File: config.mk
export PLATFORM = sky130hd
export DESIGN_NAME = mfifo_top
export DESIGN_NICKNAME = d
export VERILOG_FILES = /design/src/mfifo_pkg.sv /design/src/mfifo_freelist.sv /design/src/mfifo_push_ctrl.sv /design/src/mfifo_link_ctrl.sv /design/src/mfifo_storage.sv /design/src/mfifo_pop_ctrl.sv /design/src/mfifo_top.sv
export SDC_FILE = /design/constraint.sdc
export NUM_CORES = 1
export LEC_CHECK = 0
export BUFFER_PORTS_ARGS = -buffer_cell sky130_fd_sc_hd__buf_2
export CAP_MARGIN = 20
export CORE_ASPECT_RATIO = 0.6
export CORE_MARGIN = 2
export CORE_UTILIZATION = 36
export CTS_CLUSTER_SIZE = 10
export DETAILED_ROUTE_END_ITERATION = 8
export PLACE_DENSITY_LB_ADDON = 0.08
export SLEW_MARGIN = 10
export SYNTH_ARGS = -nofsm -noshare
export SYNTH_HDL_FRONTEND = slang
export SYNTH_HIERARCHICAL = 1
export SYNTH_SLANG_ARGS = --single-unit
File: constraint.sdc
create_clock -name clk -period 4 [get_ports clk]
set_clock_uncertainty 0.2 [all_clocks]
set_input_delay 0.6 -clock clk [delete_from_list [all_inputs] [get_ports clk]]
set_output_delay 0.6 -clock clk [all_outputs]
set_load 0.05 [all_outputs]
File: src/mfifo_pkg.sv
`default_nettype none

package mfifo_pkg;

  // Sizes of the shared store
  localparam int NUM_FIFOS = 4;
  localparam int DEPTH = 8;
  localparam int DATA_W = 16;

  // Cycles from a staging load until the entry can be allocated again
  localparam int DEALLOC_DELAY = 2;

  // Vector widths
  localparam int ENTRY_W = 3;
  localparam int FIFO_ID_W = 2;
  localparam int COUNT_W = 4;

  typedef logic [ENTRY_W-1:0] entry_id_t;
  typedef logic [FIFO_ID_W-1:0] fifo_id_t;
  typedef logic [DATA_W-1:0] data_t;
  // Holds 0 to DEPTH inclusive
  typedef logic [COUNT_W-1:0] count_t;

  // Request on the push port
  typedef struct packed {
    fifo_id_t fifo_id;
    data_t    data;
  } push_req_t;

  // Data store write from the push side
  typedef struct packed {
    logic      valid;
    entry_id_t entry;
    data_t     data;
  } store_wr_t;

  // Tail append for one logical FIFO
  typedef struct packed {
    logic      valid;
    fifo_id_t  fifo_id;
    entry_id_t entry;
  } append_t;

  // Next-pointer write, old tail points at the new entry
  typedef struct packed {
    logic      valid;
    entry_id_t entry;
    entry_id_t next;
  } link_wr_t;

endpackage

`default_nettype wire

File: src/mfifo_freelist.sv
`timescale 1ns/1ps
`default_nettype none

module mfifo_freelist (
  input  logic                                                 clk,
  input  logic                                                 rst_n,
  output logic                                                 alloc_valid,
  output mfifo_pkg::entry_id_t                                 alloc_entry,
  input  logic                                                 alloc_take,
  input  logic                 [mfifo_pkg::NUM_FIFOS-1:0]      dealloc_valid,
  input  mfifo_pkg::entry_id_t [mfifo_pkg::NUM_FIFOS-1:0]      dealloc_entry
);

  // One bit per store entry that a FIFO owns
  logic [mfifo_pkg::DEPTH-1:0] busy;
  logic [mfifo_pkg::DEPTH-1:0] busy_next;
  logic [mfifo_pkg::DEPTH-1:0] alloc_mask;
  logic [mfifo_pkg::DEPTH-1:0] free_mask;
  logic                        alloc_in_pipe;

  // Delay pipe for freed entries with one lane per pop port
  logic [mfifo_pkg::DEALLOC_DELAY-1:0][mfifo_pkg::NUM_FIFOS-1:0] pipe_valid;
  mfifo_pkg::entry_id_t [mfifo_pkg::DEALLOC_DELAY-1:0][mfifo_pkg::NUM_FIFOS-1:0] pipe_entry;

  // Offer whenever any bit is clear
  assign alloc_valid = ~&busy;

  // Lowest free index wins
  always_comb begin
    alloc_entry = '0;
    for (int i = mfifo_pkg::DEPTH - 1; i >= 0; i--) begin
      if (!busy[i]) begin
        alloc_entry = mfifo_pkg::entry_id_t'(i);
      end
    end
  end

  always_comb begin
    alloc_mask = '0;
    free_mask  = '0;
    if (alloc_take && alloc_valid) begin
      alloc_mask[alloc_entry] = 1'b1;
    end
    // Last pipe stage releases its entries
    for (int f = 0; f < mfifo_pkg::NUM_FIFOS; f++) begin
      if (pipe_valid[mfifo_pkg::DEALLOC_DELAY-1][f]) begin
        free_mask[pipe_entry[mfifo_pkg::DEALLOC_DELAY-1][f]] = 1'b1;
      end
    end
    busy_next = (busy | alloc_mask) & ~free_mask;
  end

  always_ff @(posedge clk) begin
    if (!rst_n) begin
      busy       <= '0;
      pipe_valid <= '0;
    end else begin
      busy          <= busy_next;
      pipe_valid[0] <= dealloc_valid;
      for (int s = 1; s < mfifo_pkg::DEALLOC_DELAY; s++) begin
        pipe_valid[s] <= pipe_valid[s-1];
      end
    end
  end

  // Entry ids ride along and are qualified by pipe_valid
  always_ff @(posedge clk) begin
    pipe_entry[0] <= dealloc_entry;
    for (int s = 1; s < mfifo_pkg::DEALLOC_DELAY; s++) begin
      pipe_entry[s] <= pipe_entry[s-1];
    end
  end

  // Entry on offer that still waits somewhere in the release pipe
  always_comb begin
    alloc_in_pipe = 1'b0;
    for (int s = 0; s < mfifo_pkg::DEALLOC_DELAY; s++) begin
      for (int f = 0; f < mfifo_pkg::NUM_FIFOS; f++) begin
        if (pipe_valid[s][f] && (pipe_entry[s][f] == alloc_entry)) begin
          alloc_in_pipe = 1'b1;
        end
      end
    end
  end

  // A released entry must still be owned
  for (genvar f = 0; f < mfifo_pkg::NUM_FIFOS; f++) begin : gen_free_chk
    free_of_busy_a: assert property (@(posedge clk) disable iff (!rst_n)
      pipe_valid[mfifo_pkg::DEALLOC_DELAY-1][f]
        |-> busy[pipe_entry[mfifo_pkg::DEALLOC_DELAY-1][f]]);
  end

  // Push side only takes an offered entry with no release pending on it
  alloc_free_a: assert property (@(posedge clk) disable iff (!rst_n)
    alloc_take |-> (alloc_valid && !alloc_in_pipe));

endmodule

`default_nettype wire

File: src/mfifo_push_ctrl.sv
`timescale 1ns/1ps
`default_nettype none

module mfifo_push_ctrl (
  input  logic                                            clk,
  input  logic                                            rst_n,
  input  logic                                            push_valid,
  input  mfifo_pkg::push_req_t                            push_req,
  output logic                                            push_ready,
  output logic                                            push_full,
  output mfifo_pkg::store_wr_t                            store_wr,
  output mfifo_pkg::append_t                              append,
  input  logic                 [mfifo_pkg::NUM_FIFOS-1:0] dealloc_valid,
  input  mfifo_pkg::entry_id_t [mfifo_pkg::NUM_FIFOS-1:0] dealloc_entry
);

  logic                 alloc_valid;
  mfifo_pkg::entry_id_t alloc_entry;
  logic                 accept;

  mfifo_freelist u_freelist (
    .clk           (clk),
    .rst_n         (rst_n),
    .alloc_valid   (alloc_valid),
    .alloc_entry   (alloc_entry),
    .alloc_take    (accept),
    .dealloc_valid (dealloc_valid),
    .dealloc_entry (dealloc_entry)
  );

  // Ready only reflects free space, never push_valid
  assign push_ready = alloc_valid;
  assign push_full  = !alloc_valid;
  assign accept     = push_valid && push_ready;

  // Data goes into the granted entry
  always_comb begin
    store_wr.valid = accept;
    store_wr.entry = alloc_entry;
    store_wr.data  = push_req.data;
  end

  // Same entry is linked onto the chosen FIFO
  always_comb begin
    append.valid   = accept;
    append.fifo_id = push_req.fifo_id;
    append.entry   = alloc_entry;
  end

  // Routing needs a known FIFO id
  fifo_id_known_a: assert property (@(posedge clk) disable iff (!rst_n)
    push_valid |-> !$isunknown(push_req.fifo_id));

  // Held request stays put until accepted
  push_stable_a: assert property (@(posedge clk) disable iff (!rst_n)
    (push_valid && !push_ready) |=> (push_valid && $stable(push_req)));

endmodule

`default_nettype wire

File: src/mfifo_link_ctrl.sv
`timescale 1ns/1ps
`default_nettype none

module mfifo_link_ctrl #(
  parameter int FIFO_INDEX = 0
) (
  input  logic                 clk,
  input  logic                 rst_n,
  input  mfifo_pkg::append_t   append,
  input  logic                 advance,
  input  mfifo_pkg::entry_id_t next_of_head,
  output logic                 head_valid,
  output mfifo_pkg::entry_id_t head,
  output mfifo_pkg::link_wr_t  link_wr
);

  mfifo_pkg::entry_id_t tail;
  mfifo_pkg::count_t    count;
  mfifo_pkg::count_t    count_next;
  logic                 my_append;

  // Only appends aimed at this FIFO
  assign my_append = append.valid &&
                     (append.fifo_id == mfifo_pkg::fifo_id_t'(FIFO_INDEX));

  assign head_valid = (count != '0);

  // Old tail points at the new entry
  // an empty list has no tail to link
  always_comb begin
    link_wr.valid = my_append && (count != '0);
    link_wr.entry = tail;
    link_wr.next  = append.entry;
  end

  always_comb begin
    count_next = count;
    if (my_append && !advance) begin
      count_next = count + mfifo_pkg::count_t'(1);
    end else if (!my_append && advance) begin
      count_next = count - mfifo_pkg::count_t'(1);
    end
  end

  always_ff @(posedge clk) begin
    if (!rst_n) begin
      count <= '0;
    end else begin
      count <= count_next;
    end
  end

  // Pointers only mean something while count is nonzero
  always_ff @(posedge clk) begin
    if (my_append) begin
      tail <= append.entry;
    end
    if (advance) begin
      // Last entry leaving, so the appended one (if any) becomes head
      if (count == mfifo_pkg::count_t'(1)) begin
        head <= append.entry;
      end else begin
        head <= next_of_head;
      end
    end else if (my_append && (count == '0)) begin
      head <= append.entry;
    end
  end

  // Pop side only advances a list that holds something
  advance_nonempty_a: assert property (@(posedge clk) disable iff (!rst_n)
    advance |-> (count != '0));

  // Free list keeps total occupancy within the store
  count_bound_a: assert property (@(posedge clk) disable iff (!rst_n)
    count <= mfifo_pkg::count_t'(mfifo_pkg::DEPTH));

endmodule

`default_nettype wire

File: src/mfifo_storage.sv
`timescale 1ns/1ps
`default_nettype none

module mfifo_storage (
  input  logic                                            clk,
  input  logic                                            rst_n,
  input  mfifo_pkg::store_wr_t                            store_wr,
  input  mfifo_pkg::link_wr_t  [mfifo_pkg::NUM_FIFOS-1:0] link_wr,
  input  mfifo_pkg::entry_id_t [mfifo_pkg::NUM_FIFOS-1:0] rd_entry,
  output mfifo_pkg::data_t     [mfifo_pkg::NUM_FIFOS-1:0] rd_data,
  output mfifo_pkg::entry_id_t [mfifo_pkg::NUM_FIFOS-1:0] rd_next
);

  // Flop arrays, payload and links
  mfifo_pkg::data_t     data_mem [mfifo_pkg::DEPTH];
  mfifo_pkg::entry_id_t next_mem [mfifo_pkg::DEPTH];
  logic                 link_clash;

  always_ff @(posedge clk) begin
    if (store_wr.valid) begin
      data_mem[store_wr.entry] <= store_wr.data;
    end
  end

  // One next-pointer write port per FIFO
  always_ff @(posedge clk) begin
    for (int f = 0; f < mfifo_pkg::NUM_FIFOS; f++) begin
      if (link_wr[f].valid) begin
        next_mem[link_wr[f].entry] <= link_wr[f].next;
      end
    end
  end

  // Combinational read pair per FIFO head
  always_comb begin
    for (int f = 0; f < mfifo_pkg::NUM_FIFOS; f++) begin
      rd_data[f] = data_mem[rd_entry[f]];
      rd_next[f] = next_mem[rd_entry[f]];
    end
  end

  // Any two link ports hitting one entry
  always_comb begin
    link_clash = 1'b0;
    for (int i = 0; i < mfifo_pkg::NUM_FIFOS; i++) begin
      for (int j = i + 1; j < mfifo_pkg::NUM_FIFOS; j++) begin
        if (link_wr[i].valid && link_wr[j].valid &&
            (link_wr[i].entry == link_wr[j].entry)) begin
          link_clash = 1'b1;
        end
      end
    end
  end

  // Tails of different lists never share an entry
  link_unique_a: assert property (@(posedge clk) disable iff (!rst_n)
    !link_clash);

endmodule

`default_nettype wire

File: src/mfifo_pop_ctrl.sv
`timescale 1ns/1ps
`default_nettype none

module mfifo_pop_ctrl (
  input  logic                                            clk,
  input  logic                                            rst_n,
  input  logic                 [mfifo_pkg::NUM_FIFOS-1:0] head_valid,
  input  mfifo_pkg::entry_id_t [mfifo_pkg::NUM_FIFOS-1:0] head,
  input  mfifo_pkg::data_t     [mfifo_pkg::NUM_FIFOS-1:0] rd_data,
  output logic                 [mfifo_pkg::NUM_FIFOS-1:0] advance,
  output logic                 [mfifo_pkg::NUM_FIFOS-1:0] pop_valid,
  output mfifo_pkg::data_t     [mfifo_pkg::NUM_FIFOS-1:0] pop_data,
  input  logic                 [mfifo_pkg::NUM_FIFOS-1:0] pop_ready,
  output logic                 [mfifo_pkg::NUM_FIFOS-1:0] dealloc_valid,
  output mfifo_pkg::entry_id_t [mfifo_pkg::NUM_FIFOS-1:0] dealloc_entry
);

  // Staging register per FIFO
  logic             [mfifo_pkg::NUM_FIFOS-1:0] stage_valid;
  mfifo_pkg::data_t [mfifo_pkg::NUM_FIFOS-1:0] stage_data;
  logic             [mfifo_pkg::NUM_FIFOS-1:0] pop_fire;
  logic             [mfifo_pkg::NUM_FIFOS-1:0] load;

  assign pop_fire = stage_valid & pop_ready;

  // With pop_ready high staging is either empty or popped this cycle
  // Low pop_ready freezes the list so entries stay in the shared store
  assign load = head_valid & pop_ready;

  // Head moves on as its entry lands in staging
  assign advance = load;

  // Staging now owns the payload, so the entry goes back
  assign dealloc_valid = load;
  assign dealloc_entry = head;

  assign pop_valid = stage_valid;
  assign pop_data  = stage_data;

  always_ff @(posedge clk) begin
    if (!rst_n) begin
      stage_valid <= '0;
    end else begin
      for (int f = 0; f < mfifo_pkg::NUM_FIFOS; f++) begin
        if (load[f]) begin
          stage_valid[f] <= 1'b1;
        end else if (pop_fire[f]) begin
          stage_valid[f] <= 1'b0;
        end
      end
    end
  end

  always_ff @(posedge clk) begin
    for (int f = 0; f < mfifo_pkg::NUM_FIFOS; f++) begin
      if (load[f]) begin
        stage_data[f] <= rd_data[f];
      end
    end
  end

endmodule

`default_nettype wire

File: src/mfifo_top.sv
`timescale 1ns/1ps
`default_nettype none

module mfifo_top (
  input  logic                                        clk,
  input  logic                                        rst_n,
  input  logic                                        push_valid,
  input  mfifo_pkg::push_req_t                        push_req,
  output logic                                        push_ready,
  output logic                                        push_full,
  output logic             [mfifo_pkg::NUM_FIFOS-1:0] pop_valid,
  output mfifo_pkg::data_t [mfifo_pkg::NUM_FIFOS-1:0] pop_data,
  input  logic             [mfifo_pkg::NUM_FIFOS-1:0] pop_ready
);

  mfifo_pkg::store_wr_t                            store_wr;
  mfifo_pkg::append_t                              append;
  mfifo_pkg::link_wr_t  [mfifo_pkg::NUM_FIFOS-1:0] link_wr;
  logic                 [mfifo_pkg::NUM_FIFOS-1:0] head_valid;
  mfifo_pkg::entry_id_t [mfifo_pkg::NUM_FIFOS-1:0] head;
  mfifo_pkg::data_t     [mfifo_pkg::NUM_FIFOS-1:0] rd_data;
  mfifo_pkg::entry_id_t [mfifo_pkg::NUM_FIFOS-1:0] rd_next;
  logic                 [mfifo_pkg::NUM_FIFOS-1:0] advance;
  logic                 [mfifo_pkg::NUM_FIFOS-1:0] dealloc_valid;
  mfifo_pkg::entry_id_t [mfifo_pkg::NUM_FIFOS-1:0] dealloc_entry;

  // Input side, owns the free list
  mfifo_push_ctrl u_push_ctrl (
    .clk           (clk),
    .rst_n         (rst_n),
    .push_valid    (push_valid),
    .push_req      (push_req),
    .push_ready    (push_ready),
    .push_full     (push_full),
    .store_wr      (store_wr),
    .append        (append),
    .dealloc_valid (dealloc_valid),
    .dealloc_entry (dealloc_entry)
  );

  // One list per logical FIFO
  for (genvar f = 0; f < mfifo_pkg::NUM_FIFOS; f++) begin : gen_link
    mfifo_link_ctrl #(
      .FIFO_INDEX (f)
    ) u_link_ctrl (
      .clk          (clk),
      .rst_n        (rst_n),
      .append       (append),
      .advance      (advance[f]),
      .next_of_head (rd_next[f]),
      .head_valid   (head_valid[f]),
      .head         (head[f]),
      .link_wr      (link_wr[f])
    );
  end

  // Reads are addressed by each list head
  mfifo_storage u_storage (
    .clk      (clk),
    .rst_n    (rst_n),
    .store_wr (store_wr),
    .link_wr  (link_wr),
    .rd_entry (head),
    .rd_data  (rd_data),
    .rd_next  (rd_next)
  );

  mfifo_pop_ctrl u_pop_ctrl (
    .clk           (clk),
    .rst_n         (rst_n),
    .head_valid    (head_valid),
    .head          (head),
    .rd_data       (rd_data),
    .advance       (advance),
    .pop_valid     (pop_valid),
    .pop_data      (pop_data),
    .pop_ready     (pop_ready),
    .dealloc_valid (dealloc_valid),
    .dealloc_entry (dealloc_entry)
  );

endmodule

`default_nettype wire

# Yosys cells after proc, flatten, opt, wreduce, memory -nomap -nowiden

Memory sizes are Yosys's and may differ from the RTL's. A register that Yosys moved wholly into a read port is not among the register bits.
Cells that the tools add are included.

Add/subtract/negate cells: 8
$lt $le $gt $ge: 10
Equal/unequal tests: 7
Mux-type cells: 74
Bitwise logic cells: 8
Reduce and logical (&&, ||, !) cells: 61

Operators by type and width:

| cell                | count |
|---|---|
| $mux 3              | 30 |
| $mux 8              | 5 |
| $mux 4              | 8 |
| $or 8x8->8          | 4 |
| $logic_and 1x1->1   | 27 |
| $mux 1              | 26 |
| $reduce_bool 2->1   | 12 |
| $lt 3x4->1 const B  | 5 |
| $add 4x1->4 const B | 4 |
| $eq 4x1->1 const B  | 4 |
| $logic_not 4->1     | 4 |
| $reduce_bool 4->1   | 4 |
| $sub 4x1->4 const B | 4 |
| $demux 1 s3         | 5 |
| $ge 3x1->1 const B  | 5 |
| $logic_not 1->1     | 9 |
| $reduce_or 3->1     | 3 |
| $and 4x4->4         | 2 |
| $and 8x8->8         | 1 |
| $not 8->8           | 1 |
| $reduce_and 8->1    | 1 |
| $eq 2x2->1 const B  | 2 |
| $eq 2x1->1 const B  | 1 |
| $logic_not 2->1     | 1 |

Flip-flop bits (word level): 84
RAM bits: 152
Input port bits: 25
Output and inout port bits: 70
Logic and storage cells: 197
Memories: 2

Memories:

| name               | depth | width | read ports | clocked after Yosys merged registers in | write ports | RTL line            | source |
|---|---|---|---|---|---|---|---|
| u_storage.data_mem | 8     | 16    | 4          | 4                                       | 1           | mfifo_storage.sv:15 | `mfifo_pkg::data_t data_mem [mfifo_pkg::DEPTH];` |
| u_storage.next_mem | 8     | 3     | 4          | 4                                       | 1           | mfifo_storage.sv:16 | `mfifo_pkg::entry_id_t next_mem [mfifo_pkg::DEPTH];` |

# Longest topological paths before layout

Gate-level depths: netlist of the first run.

Word-level depth: 15
Gate-level depth with buffers: 11
Gate-level depth less buffers: 10

# By module

The synthesis of the first run kept the hierarchy.

By module, submodules not included:

| module                                        | instances | cells each | area an instance (um^2) | sequential area each (um^2) |
|---|---|---|---|---|
| mfifo_storage                                 | 1         | 589        | 10417.5                 | 4564.4 |
| mfifo_pop_ctrl                                | 1         | 96         | 2212.1                  | 2001.9 |
| mfifo_freelist                                | 1         | 132        | 1346.3                  | 800.8 |
| mfifo_link_ctrl (gen_link[1].u_link_ctrl ...) | 2         | 48         | 540.5                   | 260.2 |
| mfifo_link_ctrl (gen_link[0].u_link_ctrl)     | 1         | 48         | 543.0                   | 260.2 |
| mfifo_link_ctrl (gen_link[3].u_link_ctrl)     | 1         | 47         | 533.0                   | 260.2 |
| mfifo_push_ctrl                               | 1         | 25         | 182.7                   | 0.0 |

# Least setup slack after synthesis of the first run

No wires, ideal clock.

Path kind: reg2reg
From: register u_push_ctrl/u_freelist/busy[0] in the netlist's numbering
To: memory u_storage/next_mem[0][0] in the netlist's numbering (data pin)
Library setup time: 0.276 ns
Arrival time: 2.810 ns
Required time: 3.524 ns
Slack: 0.714 ns
Stages on the path, launching flop included: 12
Path buffers: 2
Clock period less this slack: 3.286 ns
Cell sequence: dfxtp_1 buf_4 and4_4 nand2_1 and2_1 buf_4 nand2_1 nor3_1 nor4b_4 mux2_1 mux2i_1 o21ai_1

Cells in the longest elaborated chain, start to end: 10
Elaborated cells on any way between the ends: 17
Classes of those cells: mux: 8; reduce/logical: 9

Ends and longest elaborated chain:

| element                      | RTL line              | source |
|---|---|---|
| start: declaration           | mfifo_freelist.sv:15  | `logic [mfifo_pkg::DEPTH-1:0] busy;` |
| start signal: assignment     | mfifo_freelist.sv:58  | `busy <= busy_next;` |
| $reduce_and 8->1 *           | mfifo_freelist.sv:26  | `assign alloc_valid = ~&busy;` |
| $logic_not 1->1 *            | mfifo_freelist.sv:26  |  |
| net push_ready               | mfifo_top.sv:9        | `output logic push_ready,` |
| $logic_and 1x1->1 *          | mfifo_push_ctrl.sv:34 | `assign accept = push_valid && push_ready;` |
| net u_push_ctrl.accept       | mfifo_push_ctrl.sv:19 | `logic accept;` |
| $logic_and 1x1->1            | mfifo_link_ctrl.sv:23 | `assign my_append = append.valid &&` |
| $logic_and 1x1->1            | mfifo_link_ctrl.sv:31 | `link_wr.valid = my_append && (count != '0);` |
| $mux 1                       | mfifo_storage.sv:28   | `if (link_wr[f].valid) begin` |
| $mux 1 (implied by the code) | mfifo_storage.sv:29   | `next_mem[link_wr[f].entry] <= link_wr[f].next;` |
| $reduce_or 3->1 (no line)    | --                    |  |
| $mux 3 (no line)             | --                    |  |
| $mux 3 (no line) *           | --                    |  |
| end: declaration             | mfifo_storage.sv:16   |  |

The timed path passes the listed nets; every way through them passes the cells marked *.

==> impl_results.md, run 1 <==
- Status: finished clean
- CTS clk-pin slew, worst paths: approximately 0.060 ns
- GR peak layer: met1
- Final core occ: 40.64%
- Worst setup EP type: register
- CP Max Fanout: 6
- Remaining DRCs: 0
- Leak Pwr: 6.340 nW
- Combinational Power Share: 42.6%
- CTS tree: done
- Initial drt markers: 826
- Number of max-cap violations: 0
- Slew Limit Headroom: 37.99%
- IO Pins: 95
- Global routing usage on met2: 26.87%
- Syn_nets: 1,078
- WL/cell: 25.46 µm
- Area grow syn2layout: 11.46%
- Met1 usage: 28.93%
- Worst min-delay path category: reg -> reg
- Global-route wire length before repair: approximately 64 mm
- Sw frac: 37.89%
- Synthesis warning total: 6
- Area contributors post-synth: edfxtp_1 (44%), mux4_2 (17%), dfxtp_1 (7.4%)
- Setup crit start kind: register
- Chip width: about 280 µm
- Avg Inst Size Synth: 15.79 µm²
- Slew @ Worst Pin: 0.9301 ns
- Syn Inst Count: 1,033
- CP required: 4.06 ns
- Die height: about 170 µm
- GR Util All Layers: 18.60%
- Post-Syn Area: 16,320 µm²
- Sw Pwr: 5.172 mW
- Tcrit/Tclk final: approximately four fifths
- VDD IR max: 299.2 µV
- GRT Residual Overflow: 0
- Initial Utilization: 36.47%
- Clock Latency Late Sink: 0.54 ns
- Vias: 9,525
- CTS HTree Levels: 2
- Register area share after synthesis: between 50 and 60%
- Num rows: 60
- Type of the worst setup path: reg -> reg
- Tmin final: 3.149 ns
- Fmax: about 320 MHz
- Num CTS Buffers: 36
- Most area-hungry cell type in the Yosys netlist: edfxtp_1
- Post-route antenna net violation count: 0
- Clock sinks: 300
- Reg power frac: 35.4%
- Core box area: 44,740 µm²
- Port buffer count: between 90 and 100
- Most numerous cell in the Yosys netlist: edfxtp_1
- Slew Limit Fails: 0
- Nets: 1,151
- Vias per inst: roughly 5.6
- DRT Pass-1 Iters: 5
- Clock power frac: 22.0%
- Unique masters post-synth: 60
- Flops & latches, synth: 300
- Root Driver: clkbuf_16
- Pin count of the biggest net entering global routing: 42
- Pwr/cell area: 750.7 nW/µm²
- Post-CTS Resized: 0
- # setup viols final: 0
- Post-CTS Setup Repair Bufs: 0
- # hold bufs at CTS: 0
- Top FF cell, synth: edfxtp_1
- Top post-synthesis cells by count: edfxtp_1 (240), mux4_2 (122), mux2_2 (97)
- Vias in the first global route: 9,504
- Grt met3 use: 3.671%
- Setup_tns: 0 ns
- Ys async rst share: 0%
- Hpwl dp: around 29 mm
- Share of cells above drive strength 1: 37.68%
- Internal: 8.479 mW
- RD Place Congestion: 0.7803
- Yosys top cell area share: 44.17%
- EDFF count, synth: 240
- RSZ-0062 raised after global routing: false
- Final Hold Fails: 0
- Worst Path Arrival: ~3.2 ns
- CTS max path bufs: 3
- Die area: 47,100 µm²
- Initial antenna violation count: 1
- WL final: around 44 mm
[state kept, by name, indices dropped and copies added (netlist names), 12 cells and up]
register and flops:
u_storage/data_mem 128, u_pop_ctrl/pop_data 64, u_push_ctrl/u_freelist/pipe_entry 24, u_storage/next_mem 24
gen_link.u_link_ctrl/count 16, gen_link.u_link_ctrl/head 12, gen_link.u_link_ctrl/tail 12
[routing by layer]
metal | part of all wire, % | vias to the layer above
li1 | - | 4262
met1 | 50 | 4923
met2 | 43 | 288
met3 | 6.0 | 52
met4 | 1.4 | 0
met5 | 0 | -
[metrics by stage]
step | hold WS (ns) | cell area (µm²) | worst slack [ns] | std cells | power [mW]
2_1_floorplan | 0.1096 | 16320 | 0.7144 | 1033 | 9.340
3_3_place_gp | 0.1130 | 17150 | 0.9631 | 1657 | 10.80
3_5_place_dp | 0.1121 | 17150 | 0.9171 | 1657 | 10.78
4_1_cts | 0.1255 | 18180 | 0.9276 | 1709 | 13.86
5_1_grt | 0.1305 | 18180 | 0.6347 | 1709 | 14.37
6_report | 0.1233 | 18180 | 0.8512 | 1710 | 13.65
[power by group through the flow]
| stage | clock, mW | sequential (mW) | combinational [mW] |
|---|---|---|---|
| global placement | 0 | 4.90 | 5.89 |
| finish | 3.01 | 4.83 | 5.82 |
| global route | 3.23 | 4.92 | 6.22 |
| detailed placement | 0 | 4.90 | 5.88 |
| CTS | 3.11 | 4.85 | 5.91 |
| floorplan | 0 | 5.62 | 3.72 |
[cell type report]
type | instances | area [µm²]
diodes | 1 | 2.502
clock buffers | 51 | 1020
clock inverters | 1 | 16.27
fillers | 4106 | 26560
inverters | 27 | 101.3
multi-input cells | 607 | 7117
flip-flops and latches | 300 | 8408
well taps | 589 | 737.0
repair buffers | 134 | 783.3
[worst paths after layout]
check,cells past startpoint,slack (ns),start,to
worst max register to register,9,0.85,u_push_ctrl/u_freelist/busy[2],u_storage/next_mem[1][1]
worst min-delay path,0,0.12,u_push_ctrl/u_freelist/pipe_entry[11],u_push_ctrl/u_freelist/pipe_entry[23]
worst min register to register,0,0.12,u_push_ctrl/u_freelist/pipe_entry[11],u_push_ctrl/u_freelist/pipe_entry[23]
worst max-delay path,9,0.85,u_push_ctrl/u_freelist/busy[2],u_storage/next_mem[1][1]
[critical path, cell delays in order (launching register included)]
cell	delay [ns]
dfxtp_1	0.37
and4_4	0.22
nand2_1	0.08
and2_1	0.27
nand2_1	0.11
nor3_1	0.52
nand2_1	0.21
nor3_1	0.56
mux2i_1	0.27
o21ai_1	0.07
[logic make-up after synthesis]
logic type	synth area share [%]
flops	51.53
mux	31.40
simple gates	6.472
buf+inv	5.107
compound gates	3.520
fa+ha+maj	1.534
xor+xnor	0.4294
[placed cells by master, fill, tap and decap left out, types with 11 or more instances in the layout]
cell type | netlist | final
nor3_1 | 15 | 13
dfxtp_1 | 60 | 60
clkbuf_16 | 0 | 38
nor2_1 | 39 | 33
ha_1 | 20 | 20
mux4_2 | 122 | 122
buf_2 | 16 | 94
mux2_1 | 12 | 12
buf_4 | 52 | 39
o21ai_1 | 22 | 22
inv_1 | 24 | 24
edfxtp_1 | 240 | 240
mux2_2 | 97 | 97
nand2b_1 | 17 | 17
mux4_1 | 30 | 30
and2_1 | 11 | 11
clkbuf_1 | 12 | 11
mux2i_1 | 36 | 36
nand2_1 | 49 | 49
(Power assumes the default switching activity.)
==> run 2, diff against run 1 <==
clock period = 2.6 ns   (was 4 ns; I/O delays follow)
==> run 2 against run 1 <==
Against the previous run: flip-flop and latch count stayed put; wire length is 0.54% lower; highest routed layer unchanged; critical path type unchanged; largest cell class unchanged; clock power is 52% higher; maximum frequency is 28% higher.
==> impl_results.md, run 2 (synthesized netlist as in run 1, its figures left out) <==
- WP buf/inv: 2 (was 0)
- Vias per inst: 5.536 (was 5.570)
- Slew Limit Fails: 0 (unchanged)
- Top Family by Delay on Critical Path: simple AND/OR/NAND/NOR gates (unchanged)
- CTS clk-pin slew, worst paths: 0.06 ns (about the same)
- Setup_tns: 0 ns (unchanged)
- Hpwl dp: 29.10 mm (was 28.55 mm)
- CP peak stage delay: 0.30 ns (was 0.56 ns)
- Largest register FFs: 128 (unchanged)
- Tmin final: 2.466 ns (was 3.149 ns)
- Root Driver: clkbuf_16 (unchanged)
- Clock Latency Late Sink: 0.53 ns (was 0.54 ns)
- Place WS: 0.01032 ns (was 0.9171 ns)
- Leak Pwr: 6.840 nW (was 6.340 nW)
- RD Place Congestion: 0.7844 (was 0.7803)
- Slew Limit Headroom: 57.25% (was 37.99%)
- WL/cell: 24.17 µm (was 25.46 µm)
- Port buffer count: 94 (unchanged)
- Vias in the first global route: 9,784 (was 9,504)
- Status: finished clean (unchanged)
- Share of cells above drive strength 1: 41.85% (was 37.68%)
- # setup viols final: 0 (unchanged)
- Tcrit/Tclk final: 94.85% (was 78.72%)
- Area grow syn2layout: 17.49% (was 11.46%)
- Pin count of the biggest net entering global routing: 41 (was 42)
- Core box area: 44,740 µm² (unchanged)
- Pwr/cell area: 1119 nW/µm² (was 750.7 nW/µm²)
- DRT Pass-1 Iters: 5 (unchanged)
- Post-route antenna net violation count: 0 (unchanged)
- Fmax: 405.5 MHz (was 317.6 MHz)
- Num rows: 60 (unchanged)
- Die height: 168.9 µm (unchanged)
- WL final: 43.31 mm (was 43.54 mm)
- Nets: 1,233 (was 1,151)
- CTS tree: done (unchanged)
- Initial drt markers: 800 (was 826)
- Global-route wire length before repair: 64.87 mm (was 64.26 mm)
- Initial Utilization: 36.47% (unchanged)
- Top reg by flops: u_storage/data_mem (unchanged)
- Worst Path Arrival: 2.54 ns (was 3.21 ns)
- Worst setup EP type: register (unchanged)
- Setup WS post-layout: 0.1338 ns (was 0.8512 ns)
- Num CTS Buffers: 36 (unchanged)
- Clock sinks: 300 (unchanged)
- GR Util All Layers: 18.69% (was 18.60%)
- Initial antenna violation count: 1 (unchanged)
- Most common cell after layout, fill and taps aside: edfxtp_1 (unchanged)
- Most frequent cells in the layout: edfxtp_1 (240), mux4_2 (122), mux2_2 (97) (unchanged)
- CTS max path bufs: 3 (unchanged)
- Worst min-delay path category: in -> reg (was reg -> reg)
- Fin Hold WS: 0.1164 ns (was 0.1233 ns)
- Ordered cell list for the critical path: and4_4 -> nand2_4 -> and2_4 -> buf_4 -> nand2_1 -> nor3_4 -> nand2_1 -> nor3b_4 -> buf_4 -> mux2i_1 -> o21ai_1 (was and4_4 -> nand2_1 -> and2_1 -> nand2_1 -> nor3_1 -> nand2_1 -> nor3_1 -> mux2i_1 -> o21ai_1)
- IO Pins: 95 (unchanged)
- GRT Residual Overflow: 0 (unchanged)
- Vias: 9,921 (was 9,525)
- Final Hold Fails: 0 (unchanged)
- Slowest CP cell: dfxtp_1 (was nor3_1)
- Die area: 47,100 µm² (unchanged)
- Final core occ: 42.84% (was 40.64%)
- Number of max-cap violations: 0 (unchanged)
- Setup crit start kind: register (unchanged)
- CTS HTree Levels: 2 (unchanged)
- VDD IR max: 497.1 µV (was 299.2 µV)
- Type of the worst setup path: reg -> reg (unchanged)
- CP Max Fanout: 5 (was 6)
- Slew @ Worst Pin: 0.6346 ns (was 0.9301 ns)
- Final Total Pwr: 21.45 mW (was 13.65 mW)
- Remaining DRCs: 0 (unchanged)
- Chip width: 278.8 µm (unchanged)
- CP required: 2.67 ns (was 4.06 ns)
run 2: metal layers:
layer	global-route usage, %	share of wire, %	up-vias	wire [µm]
li1	-	-	4424	-
met3	3.368	6.8	53	2949
met4	3.904	1.7	0	724
met5	0	0	-	0
met1	29.88	50	5063	21660
met2	26.15	41	381	17970
run 2: per-stage QoR:
step | instance area, µm² | instances
floorplan | 16380 | 1033
global placement | 17880 | 1716
detailed placement | 17880 | 1716
CTS | 19110 | 1788
global route | 19170 | 1791
finish | 19170 | 1792
run 2: cell type report:
class	count	area [µm²]
fillers	4012	25570
multi-input cells	607	7231
inverters	27	101.3
repair buffers	216	1662
clock inverters	3	26.28
diodes	1	2.502
flip-flops and latches	300	8408
well taps	589	737.0
clock buffers	49	1002
run 2: report_power, final:
group	switching (mW)	internal [mW]	total [mW]
logic	5.45	4.21	9.66
clock network	1.92	2.66	4.58
registers	0.634	6.57	7.20
run 2: timing repair:
action	CTS	global route
endpoints found under the setup margin	3	53
pin swaps	0	2
hold endpoints to repair	132	0
buffers inserted	0	3
resized for setup	1	12
hold buffers	20	0
run 2: final timing paths:
kind / startpoint / endpoint / slack, ns / cells past startpoint
setup / recovery: u_push_ctrl/u_freelist/busy[1] / u_storage/next_mem[5][0] / 0.13 / 11
hold / removal: rst_n / u_push_ctrl/u_freelist/busy[6] / 0.12 / 2
setup reg to reg: u_push_ctrl/u_freelist/busy[1] / u_storage/next_mem[5][0] / 0.13 / 11
hold reg to reg: u_push_ctrl/u_freelist/pipe_entry[4] / u_push_ctrl/u_freelist/pipe_entry[16] / 0.13 / 0
